==> src/burstBufferPkg.sv <==
//------------------------------
// Burst buffer shared definitions
// Payload and count types, buffer depth, burst length
// and controller state encoding
//------------------------------
package burstBufferPkg;

  //------------------------------
  // Payload
  //------------------------------
  typedef logic [7:0] payloadType;                       // One stored byte

  //------------------------------
  // Buffer geometry
  //------------------------------
  localparam int BufferDepth  = 16;                      // Usable entries
  localparam int CountWidth   = $clog2(BufferDepth) + 1; // Holds 0 .. BufferDepth
  localparam int PointerWidth = $clog2(BufferDepth);     // Index into storage

  typedef logic [CountWidth-1:0]   countType;            // Remainder counts
  typedef logic [PointerWidth-1:0] pointerType;          // Head and tail pointers

  //------------------------------
  // Burst shaping
  //------------------------------
  localparam int BurstLength = 4;                        // Words per full burst

  // Drain controller states
  typedef enum logic [1:0] {
    stateIdle  = 2'd0,                                   // Waiting for data or flush
    stateBurst = 2'd1,                                   // Reading a full burst
    stateFlush = 2'd2                                    // Draining a partial amount
  } drainStateType;

endpackage

==> src/bufferPort.sv <==
//------------------------------
// Read side of the circular buffer
// Modports for the buffer and the drain controller
//------------------------------
`timescale 1ns/1ps

interface bufferPort import burstBufferPkg::*; ();

  logic       readEnable;                                // Pop one element this cycle
  payloadType readData;                                  // Popped element, one cycle late
  logic       readValid;                                 // Strobe for readData
  countType   outRemainder;                              // Elements stored
  countType   inRemainder;                               // Free entries

  // Storage side
  modport buffer (
    input  readEnable,
    output readData,
    output readValid,
    output outRemainder,
    output inRemainder
  );

  // Drain controller side needs only the fill level
  modport controller (
    output readEnable,
    input  outRemainder
  );

endinterface

==> src/circularBuffer.sv <==
//------------------------------
// Circular byte buffer
// Storage array, head and tail pointers, occupancy,
// registered read data and overflow pulse
//------------------------------
`timescale 1ns/1ps

module circularBuffer import burstBufferPkg::*; (
  input  logic       clock,
  input  logic       reset,
  input  logic       inEnable,                           // Store in at this edge
  input  payloadType in,                                 // Byte to store
  output logic       overflow,                           // Write dropped last edge
  bufferPort.buffer  port                                // Read side
);

  //------------------------------
  // State
  //------------------------------
  payloadType storage [BufferDepth];                     // Element array
  pointerType headPointer;                               // Next element to read
  pointerType tailPointer;                               // Next slot to write
  countType   occupancy;                                 // Elements stored

  logic isFull;                                          // No free slot
  logic doWrite;                                         // Accepted write
  logic doRead;                                          // Pop this edge

  // Pointer advance with explicit wrap at BufferDepth
  function automatic pointerType nextPointer(input pointerType pointer);
    pointerType result;
    if (pointer == pointerType'(BufferDepth - 1)) begin
      result = '0;                                       // Wrap to start
    end else begin
      result = pointer + 1'b1;
    end
    return result;
  endfunction

  assign isFull  = (occupancy == countType'(BufferDepth));
  assign doWrite = inEnable && !isFull;                  // Full write is dropped
  assign doRead  = port.readEnable;                      // Controller guarantees data

  //------------------------------
  // Storage and read data
  //------------------------------
  always_ff @(posedge clock) begin
    if (doWrite) begin
      storage[tailPointer] <= in;                        // Store at the tail
    end
    if (doRead) begin
      port.readData <= storage[headPointer];             // Head appears next cycle
    end
  end

  //------------------------------
  // Pointers and occupancy
  //------------------------------
  always_ff @(posedge clock) begin
    if (reset) begin
      headPointer <= '0;
      tailPointer <= '0;
      occupancy   <= '0;                                 // Empty
    end else begin
      if (doWrite) begin
        tailPointer <= nextPointer(tailPointer);
      end
      if (doRead) begin
        headPointer <= nextPointer(headPointer);
      end
      case ({doWrite, doRead})
        2'b10:   occupancy <= occupancy + 1'b1;          // Write only
        2'b01:   occupancy <= occupancy - 1'b1;          // Read only
        default: occupancy <= occupancy;                 // Both or neither
      endcase
    end
  end

  // Strobes
  always_ff @(posedge clock) begin
    if (reset) begin
      port.readValid <= 1'b0;
      overflow       <= 1'b0;
    end else begin
      port.readValid <= doRead;                          // One cycle read latency
      overflow       <= inEnable && isFull;              // Pulse per dropped byte
    end
  end

  // Remainders always sum to BufferDepth
  assign port.outRemainder = occupancy;
  assign port.inRemainder  = countType'(BufferDepth) - occupancy;

  //------------------------------
  // Checks
  //------------------------------
  // Controller must never pop an empty buffer
  readWhenEmpty: assert property (
    @(posedge clock) disable iff (reset)
      port.readEnable |-> (port.outRemainder != '0)
  ) else $error("read requested with buffer empty");

  // Occupancy stays within the array
  occupancyBound: assert property (
    @(posedge clock) disable iff (reset)
      occupancy <= countType'(BufferDepth)
  ) else $error("occupancy above BufferDepth");

endmodule

==> src/burstCounter.sv <==
//------------------------------
// Loadable down-counter
// Words left in the current read run
//------------------------------
`timescale 1ns/1ps

module burstCounter import burstBufferPkg::*; (
  input  logic     clock,
  input  logic     reset,
  input  logic     load,                                 // Start a new run
  input  countType loadValue,                            // Words in the run
  input  logic     step,                                 // One word read
  output logic     last                                  // Exactly one word left
);

  countType count;                                       // Words still to read

  always_ff @(posedge clock) begin
    if (reset) begin
      count <= '0;
    end else if (load) begin
      count <= loadValue;                                // New run takes priority
    end else if (step) begin
      count <= count - 1'b1;
    end
  end

  assign last = (count == countType'(1));               // Combinational on count

  //------------------------------
  // Checks
  //------------------------------
  // A step past the end of a run would wrap the count
  stepUnderflow: assert property (
    @(posedge clock) disable iff (reset)
      (step && !load) |-> (count != '0)
  ) else $error("step with no words left");

endmodule

==> src/drainControl.sv <==
//------------------------------
// Drain controller FSM
// Starts bursts and flushes, drives read enable,
// counter load and step
//------------------------------
`timescale 1ns/1ps

module drainControl import burstBufferPkg::*; (
  input  logic          clock,
  input  logic          reset,
  input  logic          flush,                           // Drain a partial amount
  bufferPort.controller port,                            // Read enable and fill level
  output logic          load,                            // Counter load pulse
  output countType      loadValue,                       // Words for this run
  output logic          step,                            // Counter step pulse
  input  logic          last,                            // Final word of the run
  output logic          burstActive                      // Full burst in progress
);

  //------------------------------
  // Start conditions
  //------------------------------
  drainStateType state;                                  // Current FSM state

  logic isIdle;
  logic startBurst;                                      // Enough data for a burst
  logic startFlush;                                      // Partial data and flush asked
  logic hasData;

  assign isIdle     = (state == stateIdle);
  assign hasData    = (port.outRemainder != '0);
  assign startBurst = isIdle && (port.outRemainder >= countType'(BurstLength));
  assign startFlush = isIdle && flush && hasData &&
                      (port.outRemainder < countType'(BurstLength));

  // Counter control
  assign load      = startBurst || startFlush;           // Pulse on the start edge
  assign loadValue = startBurst ? countType'(BurstLength)
                                : port.outRemainder;     // Flush takes what is stored
  assign step      = port.readEnable;                    // Every read counts one word

  //------------------------------
  // State machine
  //------------------------------
  always_ff @(posedge clock) begin
    if (reset) begin
      state           <= stateIdle;
      port.readEnable <= 1'b0;
      burstActive     <= 1'b0;
    end else begin
      case (state)
        stateIdle: begin
          if (startBurst) begin                          // Burst wins over flush
            state           <= stateBurst;
            port.readEnable <= 1'b1;
            burstActive     <= 1'b1;
          end else if (startFlush) begin
            state           <= stateFlush;
            port.readEnable <= 1'b1;
          end
        end
        stateBurst: begin
          if (last) begin                                // Final read this edge
            state           <= stateIdle;
            port.readEnable <= 1'b0;
            burstActive     <= 1'b0;
          end
        end
        stateFlush: begin
          if (last) begin
            state           <= stateIdle;
            port.readEnable <= 1'b0;
          end
        end
        default: begin                                   // Unused encoding
          state           <= stateIdle;
          port.readEnable <= 1'b0;
          burstActive     <= 1'b0;
        end
      endcase
    end
  end

  //------------------------------
  // Checks
  //------------------------------
  // A full burst holds burstActive for exactly BurstLength cycles
  burstSpan: assert property (
    @(posedge clock) disable iff (reset)
      $fell(burstActive) |-> $past(burstActive, BurstLength) &&
                             !$past(burstActive, BurstLength + 1)
  ) else $error("burstActive length differs from BurstLength");

endmodule

==> src/burstBuffer.sv <==
//------------------------------
// Burst buffer top level
// Circular buffer, run counter and drain controller
//------------------------------
`timescale 1ns/1ps

module burstBuffer import burstBufferPkg::*; (
  input  logic       clock,
  input  logic       reset,
  input  logic       inEnable,                           // Write strobe
  input  payloadType in,                                 // Write byte
  input  logic       flush,                              // Drain partial data
  output countType   inRemainder,                        // Free entries
  output countType   outRemainder,                       // Stored entries
  output payloadType out,                                // Read byte
  output logic       outValid,                           // One strobe per byte
  output logic       overflow,                           // Dropped write
  output logic       burstActive                         // Full burst running
);

  //------------------------------
  // Internal wiring
  //------------------------------
  bufferPort readPort ();                                // Buffer to controller

  logic     load;                                        // Counter load
  countType loadValue;                                   // Words in run
  logic     step;                                        // Counter step
  logic     last;                                        // Final word

  circularBuffer u_buffer (
    .clock    (clock),
    .reset    (reset),
    .inEnable (inEnable),
    .in       (in),
    .overflow (overflow),
    .port     (readPort)
  );

  burstCounter u_counter (
    .clock     (clock),
    .reset     (reset),
    .load      (load),
    .loadValue (loadValue),
    .step      (step),
    .last      (last)
  );

  drainControl u_control (
    .clock       (clock),
    .reset       (reset),
    .flush       (flush),
    .port        (readPort),
    .load        (load),
    .loadValue   (loadValue),
    .step        (step),
    .last        (last),
    .burstActive (burstActive)
  );

  // Interface signals out to plain ports
  assign inRemainder  = readPort.inRemainder;
  assign outRemainder = readPort.outRemainder;
  assign out          = readPort.readData;
  assign outValid     = readPort.readValid;

endmodule

==> config.mk <==
export PLATFORM = sky130hd
export DESIGN_NAME = burstBuffer
export DESIGN_NICKNAME = d
export VERILOG_FILES = /design/src/burstBufferPkg.sv /design/src/bufferPort.sv /design/src/circularBuffer.sv /design/src/burstCounter.sv /design/src/drainControl.sv /design/src/burstBuffer.sv
export SDC_FILE = /design/constraint.sdc
export NUM_CORES = 1
export LEC_CHECK = 0
export BUFFER_PORTS_ARGS = -buffer_cell sky130_fd_sc_hd__buf_4
export CAP_MARGIN = 20
export CORE_MARGIN = 3
export CORE_UTILIZATION = 62
export CTS_CLUSTER_DIAMETER = 30
export CTS_CLUSTER_SIZE = 14
export DETAILED_ROUTE_END_ITERATION = 7
export PLACE_DENSITY = 0.91
export SLEW_MARGIN = 0
export SYNTH_ARGS = -nofsm -noshare
export SYNTH_HDL_FRONTEND = slang
export SYNTH_HIERARCHICAL = 1
export SYNTH_SLANG_ARGS = --single-unit
==> constraint.sdc <==
create_clock -name clock -period 5.51 [get_ports clock]
set_clock_uncertainty 0.05 [all_clocks]
set_input_delay 1.653 -clock clock [delete_from_list [all_inputs] [get_ports clock]]
set_output_delay 1.653 -clock clock [all_outputs]
set_load 0.03 [all_outputs]
### Yosys cells after proc, flatten, opt, wreduce, memory -nomap -nowiden

Memory sizes are Yosys's and may differ from the RTL's. A register that Yosys moved wholly into a read port is not among the register bits.
Cells that the tools add are included.

| word-level totals | value |
|---|---|
| bits in registers | 24 |
| output and inout bits | 21 |
| memories | 1 |
| logic and storage cells | 64 |
| bits of input ports | 12 |
| RAM bits | 128 |

Memory list:

| memory | depth | bits a word | read ports | clocked after Yosys merged registers in | wr ports | line | RTL |
|---|---|---|---|---|---|---|---|
| u_buffer.storage | 16 | 8 | 1 | 1 | 1 | circularBuffer.sv:20 | `payloadType storage [BufferDepth];` |

| operators by class | value |
|---|---|
| order comparisons | 2 |
| add/subtract/negate cells | 6 |
| multiplexer cells | 18 |
| equal/unequal tests | 12 |
| reduce and logical (&&, ||, !) cells | 15 |
| bitwise operators | 1 |

Operators with widths:

| kind | number |
|---|---|
| $mux W5 | 3 |
| $pmux W5 S2 | 1 |
| $sub A5 B1 Y5 const B | 2 |
| $add A4 B1 Y4 const B | 2 |
| $eq A4 B4 Y1 const B | 2 |
| $mux W4 | 2 |
| $logic_and A1 B1 Y1 | 6 |
| $mux W1 | 6 |
| $mux W2 | 3 |
| $add A5 B1 Y5 const B | 1 |
| $eq A5 B1 Y1 const B | 1 |
| $eq A5 B5 Y1 const B | 1 |
| $ge A5 B3 Y1 const B | 1 |
| $lt A5 B3 Y1 const B | 1 |
| $reduce_bool A5 Y1 | 1 |
| $sub A5 B5 Y5 const A | 1 |
| $eq A2 B1 Y1 const B | 2 |
| $eq A2 B2 Y1 const B | 2 |
| $ne A2 B2 Y1 const B | 2 |
| $pmux W2 S2 | 1 |
| $reduce_bool A2 Y1 | 2 |
| $ne A3 B3 Y1 const B | 1 |
| $pmux W1 S3 | 1 |
| $reduce_and A3 Y1 | 1 |
| 8 further kinds | 8 |

### Longest topological paths before layout

| logic depth | value |
|---|---|
| depth after elaboration | 7 |
| depth in mapped cells | 15 |
| gate-level depth less buffers | 13 |

### Modules after synthesis

Netlist, hierarchy kept.

By module, submodules not included:

| module | area each (µm²) | seq. area each (µm²) | cells an instance | instances |
|---|---|---|---|---|
| circularBuffer | 6119.6 | 4384.2 | 312 | 1 |
| burstCounter | 294.0 | 100.1 | 33 | 1 |
| drainControl | 287.8 | 80.1 | 36 | 1 |

### Least setup slack after synthesis

OpenSTA, ideal clock, no wires.

| path | value |
|---|---|
| path type | input -> register |
| from | in inEnable |
| to | reg u_buffer.occupancy[4] (netlist: u_buffer/port.outRemainder[4]) |
| data arrival time | 3.464 ns |
| stages | 9 |
| slack | 1.875 ns |
| setup time | 0.121 ns |
| buffers on the path | 1 |
| data required time | 5.339 ns |
| cells stage by stage | nor2b_1 > inv_1 > ha_1 > clkbuf_1 > xor2_1 > ha_1 > nand3b_1 > a31oi_1 > mux2_2 |

| on the way | value |
|---|---|
| longest elaborated chain between the ends | 3 |
| elaborated cells on any way between the ends | 5 |
| those cells by class | 2 x eq/ne; 1 x mux; 2 x reduce/logical |

Ends and longest elaborated chain:

| what | line | RTL |
|---|---|---|
| start: declaration | burstBuffer.sv:10 | `input logic inEnable,` |
| $logic_and A1 B1 Y1 (*) | circularBuffer.sv:41 | `assign doWrite = inEnable && !isFull;` |
| $eq A2 B1 Y1 / $eq A2 B2 Y1 (equally long branches) | circularBuffer.sv:71 | `case ({doWrite, doRead})` |
| $pmux W5 S2 / $reduce_bool A2 Y1 (equally long branches) | -- |  |
| end signal: assignment | circularBuffer.sv:72 | `2'b10: occupancy <= occupancy + 1'b1;` |
| end signal: assignment | circularBuffer.sv:73 | `2'b01: occupancy <= occupancy - 1'b1;` |
| end signal: assignment | circularBuffer.sv:74 | `default: occupancy <= occupancy;` |
| end: declaration | circularBuffer.sv:23 | `countType occupancy;` |

Mark *: on every way between the ends. The rest lies on a longest branch, timed or not.
A chain may end at the register's enable or synchronous reset.

### Final worst setup path

| path | value |
|---|---|
| from | reg u_buffer.occupancy[1] (netlist: u_buffer/port.outRemainder[1]) |
| to | out inRemainder[4] |

| on the way | value |
|---|---|
| longest elaborated chain between the ends | 1 |

Ends and longest elaborated chain:

| what | line | RTL |
|---|---|---|
| $sub A5 B5 Y5 | circularBuffer.sv:92 | `assign port.inRemainder = countType'(BufferDepth) - occupancy;` |
| end: declaration | burstBuffer.sv:13 | `output countType inRemainder,` |

No other way between the ends.

==> summary.md <==
| Metric | Value |
|---|---|
| Clock sinks | `160` |
| Worst hold slack | `around 0.48 ns` |
| Core Area | `approximately 0.010 sq mm` |
| Setup Viol. Count Final | `0` |
| Netlist cell types | `44` |
| Sequential fraction of the synthesis area | `0.6811` |
| Slowest CP cell | `dfxtp_1` |
| DR WL/cell | `roughly 25 um` |
| Via count | `3688` |
| Max Cap Violations | `0` |
| Count leader, synth | `edfxtp_1` |
| Setup Buffers After CTS | `0` |
| Area added between synthesis and finish | `13.13%` |
| Hold depth | `2` |
| Primary FF master, synth | `edfxtp_1` |
| Cells after Synth | `381` |
| Layout cells sized above 1 | `0.2320` |
| Number of synthesized flops with an enable pin | `136` |
| Worst relative slew slack | `0.2861` |
| H-Tree Depth | `4` |
| Worst-Margin Slew | `1.067 ns` |
| Final net count | `roughly 450` |
| First-pass GRT wire length | `21940 um` |
| Util after Layout | `0.7278` |
| Clock tree from TritonCTS | `yes` |
| Fmax | `271.2 MHz` |
| Min Tclk post-route | `around 3.7 ns` |
| Instance count on the critical path | `5` |
| Num ports | `33` |
| Clk Latency, worst-skew pair | `about 0.53 ns` |
| Clk root buf | `clkbuf_8` |
| Critical path buffers and inverters | `2` |
| CTS buffer count | `17` |
| Vias in the first global route | `roughly 3600` |
| Crit-path max FO | `11` |
| Post-synth ARST share | `0` |
| CP delay by family, top | `flip-flops` |
| Setup TNS | `0 ns` |
| Max incr delay on CP | `0.54 ns` |
| Cell repeated most along the worst path | `ha_1` |
| Crit path cell chain | `inv_1 -> ha_1 -> nor3b_1 -> ha_1 -> buf_4` |
| Status | `finished clean` |
| Clock transition at the registers of the reported paths | `0.07 ns` |
| Largest net degree at the start of global routing | `38` |
| Routability cong. | `0.8098` |
| Post-Synth Simple-Gate Area | `0.05769` |
| Vias/cell | `6.504` |
| Hold Path Class | `flip-flop to flip-flop` |
| GRT Util Overall | `0.2592` |
| DRC Markers | `0` |
| IO Port Bufs | `32` |
| DR pass1 iterations | `5` |
| Yosys top cell by area | `edfxtp_1` |
| Initial antenna violation count | `0` |
| # diodes | `0` |
| DRT iter0 DRCs | `504` |
| Crit start category | `flip-flop` |
| Commonest cells in the netlist | `edfxtp_1 (136), nor2_1 (25), dfxtp_1 (24)` |
| Chip Height | `110.0 um` |
| RSZ-0062 raised after global routing | `no` |
| Post-Syn Area | `0.006701 sq mm` |
| Max Root-Sink Buffers | `2` |
| PD cells | `442.3 mW/mm^2` |
| Final hold vios | `0` |
| Post-CTS Hold Fix Bufs | `0` |
| Top-area cell type share of the netlist area | `0.6094` |
| XOR/XNOR Fraction of Synth Area | `0.01307` |
| Critical path data arrival time | `1.98 ns` |
| Compound-cell area share of the yosys netlist | `0.03715` |
| Synth warn | `6` |
| Dominant cells by area after synthesis | `edfxtp_1 (61%), mux4_2 (7.4%), dfxtp_1 (7.2%)` |
| Leakage | `2.554 nW` |
| Worst Path Required | `~3.8 ns` |
| Mux contribution to synthesized area | `0.1524` |
| Gates resized, CTS repair | `0` |
| Row Count | `37` |
| Final worst-path cycle share | `0.6691` |
| Count of antenna-violating nets left after detailed routing | `0` |
| Adder-cell share of the synthesized area | `0.02801` |
| Peak supply drop | `about 0.00026 V` |
| Worst r2r path cells | `13` |
| Kind of critical path | `flip-flop to primary output` |
| Post-Syn Area per Cell | `17.59 sq um` |
| Dpl hpwl | `8122 um` |
| Main combinational cell family by area after synthesis | `multiplexers` |
| Max-slew violations | `0` |
| Synth Register Bits | `160` |
| GR Overflow Total | `0` |
| Starting Density | `0.6434` |
| Final wirelength | `14320 um` |
| Die X | `110.0 um` |
| Die Area | `0.01209 sq mm` |
| Crit. End Element | `primary output` |
| Mapped Nets | `408` |
-- sequential cells by signal, summed over array words and instances (netlist names) --
name	count
u_buffer/storage	128
u_counter/count	5
u_control/state	2
u_buffer/port.readData	8
u_control/burstActive	1
u_buffer/headPointer	4
u_buffer/tailPointer	4
u_buffer/port.readValid	1
u_buffer/overflow	1
u_control/port.readEnable	1
u_buffer/port.outRemainder	5
-- tightest hold or removal path: cells and delay by family (launching register included) --
kind | cells | cell delay, ns
simple gates | 1 | 0.07
flops | 1 | 0.34
compound gates | 1 | 0.06
-- layout by cell type (no fill, tap or decap), types with 15 or more instances in the layout --
| master | n |
|---|---|
| a21oi_1 | 17 |
| buf_4 | 36 |
| clkbuf_16 | 16 |
| dfxtp_1 | 23 |
| edfxtp_1 | 136 |
| ha_1 | 15 |
| inv_1 | 15 |
| mux4_1 | 18 |
| mux4_2 | 22 |
| nand2_1 | 15 |
| nor2_1 | 25 |
-- path summary, 6_finish.rpt --
check / slack (ns) / endpoint / from
worst max-delay path: 1.82 / inRemainder[4] / u_buffer/port.outRemainder[1]
worst min-delay path: 0.48 / u_control/state[0] / u_control/state[0]
worst max register to register: 1.93 / u_buffer/port.outRemainder[4] / u_buffer/port.outRemainder[1]
worst min register to register: 0.48 / u_control/state[0] / u_control/state[0]
-- stage by stage --
step / total power [mW] / instance area [sq um] / setup WS [ns] / instances
floorplan: 2.053 / 6701 / 1.875 / 381
global placement: 2.193 / 6972 / 1.694 / 530
detailed placement: 2.238 / 6999 / 1.543 / 534
CTS: 3.349 / 7561 / 1.805 / 566
global route: 3.476 / 7581 / 1.678 / 567
finish: 3.353 / 7581 / 1.823 / 567
-- kinds of logic after synthesis --
kind of cell	Yosys count
muxes	45
adders and majority gates	15
AOI/OAI and AO/OA	40
xor gates and xnor gates	10
and+or+nand+nor	76
buffers and inverters	35
DFF	160
-- layer usage --
metal | vias up | share of wire | track usage
met5 | - | 0 | 0
met4 | 0 | 0.019 | 0.07391
met3 | 36 | 0.085 | 0.07340
met2 | 221 | 0.50 | 0.4125
met1 | 1858 | 0.40 | 0.3553
li1 | 1573 | - | -
-- cell type report --
type	count	area (sq um)
inverters	15	56.30
multi-input cells	186	1932
repair buffers	38	295.3
clock inverters	15	147.6
flip-flops and latches	160	4566
clock buffers	17	414.1
well taps	136	170.2
fillers	562	2835
-- report_power, final --
part | switching (mW) | total (mW) | internal (mW)
sequential | 0.0977 | 1.49 | 1.39
clock | 0.521 | 1.10 | 0.579
combinational | 0.428 | 0.762 | 0.335
total | 1.05 | 3.35 | 2.31
Power figures use the tool's default switching activity.
